## config.mk

```make
export PLATFORM = sky130hd
export DESIGN_NAME = mfrsd_top
export DESIGN_NICKNAME = d
export VERILOG_FILES = /design/src/common/mfrsd_pkg.sv /design/src/common/msx_bus_pkg.sv /design/src/hdl/mfrsd_top.sv /design/src/hdl/mfrsd_subslot_mux.sv /design/src/rom_mapper/mfrsd_rom_addr.sv /design/src/rom_mapper/mfrsd_bank_regs.sv /design/src/rom_mapper/mfrsd_ctrl_regs.sv
export SDC_FILE = /design/constraint.sdc
export NUM_CORES = 1
export LEC_CHECK = 0
export BUFFER_PORTS_ARGS = -buffer_cell sky130_fd_sc_hd__buf_2
export CORE_MARGIN = 2
export CORE_UTILIZATION = 50
export CTS_BUF_LIST = sky130_fd_sc_hd__clkbuf_2 sky130_fd_sc_hd__clkbuf_4 sky130_fd_sc_hd__clkbuf_8
export DETAILED_ROUTE_END_ITERATION = 16
export PLACE_DENSITY = 0.69
export RECOVER_POWER = 50
export SETUP_SLACK_MARGIN = 0.2
export SYNTH_ARGS = -nofsm -noshare
export SYNTH_HDL_FRONTEND = slang
export SYNTH_SLANG_ARGS = --single-unit
```

## constraint.sdc

```tcl
create_clock -name cpu_bus -period 12.8 [get_ports cpu_bus]
set_input_delay 1.28 -clock cpu_bus [delete_from_list [all_inputs] [get_ports cpu_bus]]
set_output_delay 1.28 -clock cpu_bus [all_outputs]
set_load 0.1 [all_outputs]
```

## src/common/mfrsd_pkg.sv

```systemverilog
package mfrsd_pkg;

    // Mapper register addresses inside subslot 1
    localparam logic [15:0] reg_config_addr    = 16'h7FFC;
    localparam logic [15:0] reg_offset_lo_addr = 16'h7FFD;
    localparam logic [15:0] reg_offset_hi_addr = 16'h7FFE;
    localparam logic [15:0] reg_mapper_addr    = 16'h7FFF;

    localparam int offset_w = 10;                     // Bank offset width
    localparam int bank_w   = 16;                     // Computed bank number width

    localparam logic [bank_w-1:0] dsk_bank0 = 16'h3FA; // DSK page 0 substitute
    localparam logic [bank_w-1:0] dsk_bank1 = 16'h3FB; // DSK page 1 substitute

    // ROM mapper schemes, the low bit picks a variant
    typedef enum logic [2:0] {
        mode_konami_scc = 3'd0,
        mode_konami     = 3'd1,
        mode_64k_a      = 3'd2,
        mode_64k_b      = 3'd3,
        mode_ascii8_a   = 3'd4,
        mode_ascii8_b   = 3'd5,
        mode_ascii16_a  = 3'd6,
        mode_ascii16_b  = 3'd7
    } rom_mode_e;

    // Configuration register at 7FFC
    typedef struct packed {
        logic config_lock;        // Freezes this register
        logic spare;
        logic mapper_disable;     // Turns off subslot 2
        logic dsk_mode;           // Banks 3FA/3FB on pages 0/1
        logic psg_mirror;
        logic expander_disable;   // Everything goes to subslot 1
        logic block_protect;
        logic flash_we;
    } mfrsd_config_t;

    typedef union packed {
        logic [7:0]    raw;
        mfrsd_config_t f;
    } mfrsd_config_u;

    // Mapper control register at 7FFF
    typedef struct packed {
        rom_mode_e mode;
        logic      spare;
        logic      konami_low_lock;   // Konami writes below 6000 ignored
        logic      ctrl_lock;         // Freezes this register
        logic      bank_lock;         // Freezes banks and offset
        logic      bank_mask;         // Konami bank width limit
    } mapper_ctrl_t;

    typedef union packed {
        logic [7:0]   raw;
        mapper_ctrl_t f;
    } mapper_ctrl_u;

    localparam logic [7:0] config_reset = 8'h02;   // Mapper and expander on, protect set
    localparam logic [7:0] ctrl_reset   = 8'h00;

endpackage

```

## src/common/msx_bus_pkg.sv

```systemverilog
package msx_bus_pkg;

    // CPU side of the MSX cartridge bus
    localparam int cpu_addr_w = 16;   // Z80 address width
    localparam int cpu_data_w = 8;    // Z80 data width

    // Expanded subslot selected by the primary slot decoder
    typedef enum logic [1:0] {
        subslot_0 = 2'd0,             // Fixed RAM window
        subslot_1 = 2'd1,             // ROM mapper
        subslot_2 = 2'd2,             // RAM memory mapper
        subslot_3 = 2'd3              // SD slot, not decoded here
    } subslot_e;

endpackage
```

## src/hdl/mfrsd_top.sv

```systemverilog
`timescale 1ns/1ps

module mfrsd_top
    import msx_bus_pkg::*, mfrsd_pkg::*;
#(
    parameter int ram_addr_w = 27
) (
    input  logic                  cpu_bus,
    input  logic                  arst_n,
    input  logic                  mreq,
    input  logic                  req,
    input  logic                  rd,
    input  logic                  wr,
    input  logic [cpu_addr_w-1:0] addr,
    input  logic [cpu_data_w-1:0] data,
    input  subslot_e              subslot,
    input  logic [7:0]            mapper_page,
    output logic                  ram_cs,
    output logic                  ram_rnw,
    output logic [ram_addr_w-1:0] ram_addr,
    output logic                  slot_expander_force_en
);

    logic                       rom_sel;
    logic                       rom_wr;
    mfrsd_config_u              cfg;
    mapper_ctrl_u               ctrl;
    logic [offset_w-1:0]        offset;
    logic [3:0][cpu_data_w-1:0] banks;
    logic                       rom_ram_cs;
    logic [ram_addr_w-1:0]      rom_ram_addr;

    mfrsd_ctrl_regs u_ctrl_regs (
        .cpu_bus (cpu_bus),
        .arst_n  (arst_n),
        .rom_wr  (rom_wr),
        .addr    (addr),
        .data    (data),
        .cfg     (cfg),
        .ctrl    (ctrl),
        .offset  (offset)
    );

    mfrsd_bank_regs u_bank_regs (
        .cpu_bus (cpu_bus),
        .arst_n  (arst_n),
        .rom_wr  (rom_wr),
        .addr    (addr),
        .data    (data),
        .ctrl    (ctrl),
        .banks   (banks)
    );

    mfrsd_rom_addr #(
        .ram_addr_w (ram_addr_w)
    ) u_rom_addr (
        .rom_sel      (rom_sel),
        .rd           (rd),
        .addr         (addr),
        .cfg          (cfg),
        .ctrl         (ctrl),
        .offset       (offset),
        .banks        (banks),
        .rom_ram_cs   (rom_ram_cs),
        .rom_ram_addr (rom_ram_addr)
    );

    mfrsd_subslot_mux #(
        .ram_addr_w (ram_addr_w)
    ) u_subslot_mux (
        .mreq                   (mreq),
        .req                    (req),
        .rd                     (rd),
        .wr                     (wr),
        .addr                   (addr),
        .subslot                (subslot),
        .mapper_page            (mapper_page),
        .cfg                    (cfg),
        .rom_ram_cs             (rom_ram_cs),
        .rom_ram_addr           (rom_ram_addr),
        .rom_sel                (rom_sel),
        .rom_wr                 (rom_wr),
        .ram_cs                 (ram_cs),
        .ram_rnw                (ram_rnw),
        .ram_addr               (ram_addr),
        .slot_expander_force_en (slot_expander_force_en)
    );

endmodule

```

## src/hdl/mfrsd_subslot_mux.sv

```systemverilog
`timescale 1ns/1ps

module mfrsd_subslot_mux
    import msx_bus_pkg::*, mfrsd_pkg::*;
#(
    parameter int ram_addr_w = 27
) (
    input  logic                  mreq,
    input  logic                  req,
    input  logic                  rd,
    input  logic                  wr,
    input  logic [cpu_addr_w-1:0] addr,
    input  subslot_e              subslot,
    input  logic [7:0]            mapper_page,
    input  mfrsd_config_u         cfg,
    input  logic                  rom_ram_cs,
    input  logic [ram_addr_w-1:0] rom_ram_addr,
    output logic                  rom_sel,
    output logic                  rom_wr,
    output logic                  ram_cs,
    output logic                  ram_rnw,
    output logic [ram_addr_w-1:0] ram_addr,
    output logic                  slot_expander_force_en
);

    logic                  exp_en;
    logic                  cs0;
    logic                  sel2;
    logic                  cs2;
    logic [ram_addr_w-1:0] addr0;
    logic [ram_addr_w-1:0] addr1;
    logic [ram_addr_w-1:0] addr2;

    assign exp_en = !cfg.f.expander_disable;

    // Without the expander subslot 1 answers the whole slot
    assign rom_sel = mreq && ((subslot == subslot_1) || !exp_en);
    assign rom_wr  = rom_sel && wr && req;

    assign cs0  = mreq && exp_en && (subslot == subslot_0) && rd;      // Read only window
    assign sel2 = mreq && exp_en && !cfg.f.mapper_disable && (subslot == subslot_2);
    assign cs2  = sel2 && (rd || wr);

    // Idle sources park at all ones so the AND merge works
    assign addr0 = cs0 ? ram_addr_w'(addr[13:0]) : '1;
    assign addr1 = rom_ram_cs ? rom_ram_addr : '1;
    assign addr2 = cs2 ? ram_addr_w'({mapper_page, addr[13:0]}) : '1;

    assign ram_cs   = cs0 || rom_ram_cs || cs2;
    assign ram_addr = addr0 & addr1 & addr2;
    assign ram_rnw  = !(sel2 && wr);                 // Only mapper RAM is writable

    assign slot_expander_force_en = mreq && exp_en;

endmodule

```

## src/rom_mapper/mfrsd_rom_addr.sv

```systemverilog
`timescale 1ns/1ps

module mfrsd_rom_addr
    import msx_bus_pkg::*, mfrsd_pkg::*;
#(
    parameter int ram_addr_w = 27
) (
    input  logic                       rom_sel,
    input  logic                       rd,
    input  logic [cpu_addr_w-1:0]      addr,
    input  mfrsd_config_u              cfg,
    input  mapper_ctrl_u               ctrl,
    input  logic [offset_w-1:0]        offset,
    input  logic [3:0][cpu_data_w-1:0] banks,
    output logic                       rom_ram_cs,
    output logic [ram_addr_w-1:0]      rom_ram_addr
);

    localparam int full_w = bank_w + 14;

    logic                  is_64k;
    logic [2:0]            page;
    logic                  rom_area;
    logic [cpu_data_w-1:0] page_bank;
    logic [bank_w-1:0]     bank_num;
    logic [full_w-1:0]     full_addr;

    assign is_64k = (ctrl.f.mode == mode_64k_a) || (ctrl.f.mode == mode_64k_b);

    // 16 kB pages in 64 kB modes, 8 kB pages from 4000 otherwise
    assign page      = is_64k ? {1'b0, addr[15:14]} : addr[15:13] - 3'd2;
    assign rom_area  = page < 3'd4;
    assign page_bank = banks[page[1:0]];

    always_comb begin
        if (cfg.f.dsk_mode && page[1:0] == 2'd0 && banks[0] == 8'd0) begin
            bank_num = dsk_bank0;
        end else if (cfg.f.dsk_mode && page[1:0] == 2'd1 && banks[1] == 8'd1) begin
            bank_num = dsk_bank1;
        end else begin
            bank_num = bank_w'(page_bank) + bank_w'(offset);
        end
    end

    assign full_addr = is_64k ? {bank_num, addr[13:0]}
                              : {1'b0, bank_num, addr[12:0]};

    assign rom_ram_cs   = rom_sel && rd && rom_area;
    assign rom_ram_addr = ram_addr_w'(full_addr);   // Fit to RAM width

endmodule

```

## src/rom_mapper/mfrsd_bank_regs.sv

```systemverilog
`timescale 1ns/1ps

module mfrsd_bank_regs
    import msx_bus_pkg::*, mfrsd_pkg::*;
(
    input  logic                        cpu_bus,
    input  logic                        arst_n,
    input  logic                        rom_wr,
    input  logic [cpu_addr_w-1:0]       addr,
    input  logic [cpu_data_w-1:0]       data,
    input  mapper_ctrl_u                ctrl,
    output logic [3:0][cpu_data_w-1:0]  banks
);

    logic [2:0]            page8k;
    logic                  bank_we;
    logic                  konami_hit;
    logic                  konami_blocked;
    logic [cpu_data_w-1:0] scc_data;
    logic [cpu_data_w-1:0] konami_data;
    logic [cpu_data_w-1:0] a16_even;
    logic [cpu_data_w-1:0] a16_odd;

    // 8 kB page inside 4000-BFFF, wraps above 3 elsewhere
    assign page8k  = addr[15:13] - 3'd2;
    assign bank_we = rom_wr && !ctrl.f.bank_lock && (page8k < 3'd4);

    assign konami_hit     = (addr[15:11] == 5'b01010) || (addr[15:13] >= 3'b011); // 5000-57FF, 6000+
    assign konami_blocked = ctrl.f.konami_low_lock && (addr < 16'h6000);

    assign scc_data    = ctrl.f.bank_mask ? (data & 8'h3F) : data;
    assign konami_data = ctrl.f.bank_mask ? (data & 8'h1F) : data;

    // ASCII16 maps one 16 kB bank as two 8 kB halves
    assign a16_even = {data[6:0], 1'b0};
    assign a16_odd  = {data[6:0], 1'b1};

    always_ff @(posedge cpu_bus or negedge arst_n) begin
        if (!arst_n) begin
            banks <= {8'd3, 8'd2, 8'd1, 8'd0};   // Linear mapping of first 32 kB
        end else if (bank_we) begin
            case (ctrl.f.mode)
                mode_konami_scc: begin
                    if (addr[12:11] == 2'b10) begin
                        banks[page8k[1:0]] <= scc_data;
                    end
                end
                mode_konami: begin
                    if (konami_hit && !konami_blocked) begin
                        banks[page8k[1:0]] <= konami_data;
                    end
                end
                mode_64k_a, mode_64k_b: begin
                    banks[page8k[1:0]] <= data;   // Any write in the page
                end
                mode_ascii8_a, mode_ascii8_b: begin
                    if (addr[15:13] == 3'b011) begin
                        banks[addr[12:11]] <= data;
                    end
                end
                mode_ascii16_a, mode_ascii16_b: begin
                    if (addr[15:11] == 5'b01100) begin        // 6000-67FF
                        banks[0] <= a16_even;
                        banks[1] <= a16_odd;
                    end
                    if (addr[15:11] == 5'b01110) begin        // 7000-77FF
                        banks[2] <= a16_even;
                        banks[3] <= a16_odd;
                    end
                end
                default: begin
                end
            endcase
        end
    end

endmodule

```

## src/rom_mapper/mfrsd_ctrl_regs.sv

```systemverilog
`timescale 1ns/1ps

module mfrsd_ctrl_regs
    import msx_bus_pkg::*, mfrsd_pkg::*;
(
    input  logic                  cpu_bus,
    input  logic                  arst_n,
    input  logic                  rom_wr,
    input  logic [cpu_addr_w-1:0] addr,
    input  logic [cpu_data_w-1:0] data,
    output mfrsd_config_u         cfg,
    output mapper_ctrl_u          ctrl,
    output logic [offset_w-1:0]   offset
);

    logic cfg_we;
    logic offset_lo_we;
    logic offset_hi_we;
    logic ctrl_we;

    // Write enables honour the lock bits of the current state
    assign cfg_we       = rom_wr && (addr == reg_config_addr) && !cfg.f.config_lock;
    assign offset_lo_we = rom_wr && (addr == reg_offset_lo_addr) && !ctrl.f.bank_lock;
    assign offset_hi_we = rom_wr && (addr == reg_offset_hi_addr) && !ctrl.f.bank_lock;
    assign ctrl_we      = rom_wr && (addr == reg_mapper_addr) && !ctrl.f.ctrl_lock;

    always_ff @(posedge cpu_bus or negedge arst_n) begin
        if (!arst_n) begin
            cfg.raw <= config_reset;
        end else if (cfg_we) begin
            cfg.raw <= data;                      // Lock bit can set itself
        end
    end

    always_ff @(posedge cpu_bus or negedge arst_n) begin
        if (!arst_n) begin
            offset <= '0;
        end else begin
            if (offset_lo_we) begin
                offset[7:0] <= data;              // Low byte of offset
            end
            if (offset_hi_we) begin
                offset[9:8] <= data[1:0];         // Two top bits only
            end
        end
    end

    always_ff @(posedge cpu_bus or negedge arst_n) begin
        if (!arst_n) begin
            ctrl.raw <= ctrl_reset;               // Konami-SCC, nothing locked
        end else if (ctrl_we) begin
            ctrl.raw <= data;
        end
    end

endmodule

```

==> results.cfg <==
[run_status]
result_of_the_run = finished with violations
violations_in_the_final_reports = capacitance limit, slew limit

[global_routing]
grt_pass1_vias = 3993
grt_antenna_before_repair = 0
pin_count_of_the_biggest_net_entering_global_routing = 54
gr-total-overflow = 0
global_route.usage.total_pct = 27.4
grt_first_pass_wirelength_um = 21000

[sta]
final_period_minus_worst_setup_slack_ps = 6330
tightest_slew_ps = 2820
fin_worst_hold_slack_ps = 477
finalHoldViolCount = 0
timing_max_transition_violations_final = 54
report.final.setup_viol = 0
slew-limit-headroom_pct = -87.7
totalNegativeSetupSlack_ps = 0
layout_worst_path_cycle_share_pct = 49.5
setup_slack_ps = 6470
highest_clock_rate_ghz = 0.158
worst_clock_skew_ps = 12.9
rsz0062_at_grt = false

[worst_setup_path]
cp.required_ps = 11520
number_of_cells_on_the_critical_path = 11
worstRegToRegCells = 7
worst_path_max_delay_cell = mux4_2
worst-setup-path-type = primary input to output pin
critical_path_peak_fanout = 17
cp-end-kind = output pin
critical_path.max_stage_delay_ps = 580
worstPathCellList = clkbuf_1 > a21oi_2 > mux4_2 > ha_1 > fa_1 > a211oi_1 > o211ai_1 > a21o_1 > a2111oi_0 > a311oi_1 > buf_2
worstSetupStartpointType = primary input
worstPathBufferInverterCount = 2
critical_path_arrival_ps = 5050
crit_family = compound AO/OA/AOI/OAI gates

[floorplanning]
io-pin-count = 70
rows = 34
die-area_mm2 = 0.00947
fp.dieW_um = 97.3
coreArea_mm2 = 0.00859
initial_utilization_pct = 50.7
dieHeight_um = 97.3

[hold_path]
holdCritPathClass = flop to flop
worst_hold_path.num_cells = 1

[clocking]
clk-insertion-delay-late_ps = 320
clkSinkCount = 53
clock_tree_from_tritoncts = yes
cts_setup_buffers = 0
cts_root_buffer = clkbuf_8
postCtsHoldBufs = 0
h-tree-depth = 2
cts_resized = 0
clkSlewWorstSetupHoldPaths_ps = 100
clockBufferDepth = 2
cts-buffers-inserted = 5

[placed_design]
portBuffers = 69
place.gp.congestion = 0.915
pre_cts_slack_ps = 6800
place.detailed.hpwl_um = 9710
dp_cells = 624

[yosys]
synth_async_sr_flop_share_pct = 100
syn_area_per_cell_um2 = 9.11
yosys.area.top_type = dfrtp_1
synth_commonest_cells = 49 x dfrtp_1, 39 x o21ai_0, 31 x a21oi_1
synth_seq_area_share_pct = 30.6
netlist_area_before_placement_mm2 = 0.00435
ys_seq_elements = 53
distinct_cell_type_count_of_the_synthesized_netlist = 65
synthesis.nets = 529
postSynthCellCount = 478
ys.flop_type = dfrtp_1
share_of_the_synthesized_area_in_the_top_cell_type_pct = 28.2
synthMostInstantiatedCell = dfrtp_1
ys_top_cells_by_area = dfrtp_1 28%, mux2i_1 5.5%, o21ai_0 4.5%, mux4_2 3.6%, a21oi_1 3.6%
yosys_warnings = 0
number_of_synthesized_flops_with_an_enable_pin = 0

[layout]
diodes = 0
num-nets-final = 574
fraction_of_final_layout_cells_with_drive_strength_greater_than_1_pct = 24.2
synthToLayoutAreaGrowth_pct = 11.4
layoutNonFillerInstCount = 632

[flow_run]
maxCapViolCount = 1

[drt]
drtIter0Drc = 462
postRouteWirelength_um = 13000
detail_route.wl_per_cell_um = 20.6
drt-vias-per-instance = 6.67
detailroute.via_count = 4214
antenna_violating_nets_post_route = 0
drt_drc_violations_left = 0
dr.pass1.iters = 5

[power]
max-vdd-ir-drop_v = 0.0000546
power.leakage_nw = 2.22
p_total_mw = 0.399
powerDensity_mw_per_mm2 = 82.3
==> per-layer routing <==
layer  wire, um  vias up  track usage [%]
met2       6220      185             44.6
met5          0        -                0
met1       5540     2069             38.0
met3        888       31             3.67
met4        369        0             9.19
li1           -     1929                -
==> logic make-up after synthesis <==
logic type,after synthesis,synth area share (%)
DFF,53,30.6
muxes,51,15.0
adders and majority gates,11,3.33
AOI/OAI and AO/OA,175,28.4
and+or+nand+nor,135,17.2
buffers and inverters,48,4.48
xor gates and xnor gates,5,1.01
==> area by class of cell <==
class                      instances  area (um^2)
sequential                        53         1330
tap                              108          135
fill                             764         3740
multi-input combinational        377         2850
inverter                          10         37.5
clock inverter                     3         43.8
timing repair buffer              76          385
clock buffer                       5         68.8
==> flip-flops by register name (all words and copies together), names as in the netlist <==
| register | count |
|---|---|
| u_ctrl_regs.cfg | 4 |
| u_ctrl_regs.offset | 10 |
| u_bank_regs.banks | 32 |
| u_ctrl_regs.ctrl | 7 |
==> worst paths after layout <==
check	endpoint	slack, ps	from
max reg2reg	u_bank_regs.banks[10]	9620	u_ctrl_regs.ctrl[7]
min reg2reg	u_ctrl_regs.ctrl[2]	480	u_ctrl_regs.ctrl[2]
max	ram_addr[22]	6470	addr[14]
max in group asynchronous	u_bank_regs.banks[15]	9260	arst_n
min	u_ctrl_regs.ctrl[2]	480	u_ctrl_regs.ctrl[2]
min in group asynchronous	u_ctrl_regs.offset[2]	1940	arst_n
==> placed cells by master, fill, tap and decap left out, types with 5 or more instances in the layout <==
cell / instances
o21ai_0: 39
clkbuf_8: 5
a31oi_1: 11
o22ai_1: 6
mux2i_1: 24
mux4_2: 7
nand4_1: 6
a221oi_1: 5
mux2_4: 8
dfrtp_1: 49
a21oi_1: 31
mux2_2: 12
nand2b_1: 21
o211ai_1: 8
ha_1: 10
nand2_1: 25
nor2_1: 24
a22o_1: 16
a21o_1: 12
nor3_1: 7
nand3_1: 14
buf_2: 68
o221ai_1: 11
inv_1: 10
nor2b_1: 7
a2bb2oi_1: 8
==> per-stage QoR <==
stage          instance area [um^2]  util (%)
5_1_grt                        4850      56.4
3_3_place_gp                   4750      55.3
3_5_place_dp                   4750      55.3
4_1_cts                        4870      56.6
2_1_floorplan                  4350         -
6_report                       4850      56.4
==> where the power goes <==
part,switching [mW],total (mW),internal [mW],leakage (nW)
clock network,0.0609,0.120,0.0588,0.0585
registers,0.00495,0.177,0.172,0.723
logic,0.0762,0.103,0.0268,1.44
No activity file was read; power rests on OpenSTA's default activity.
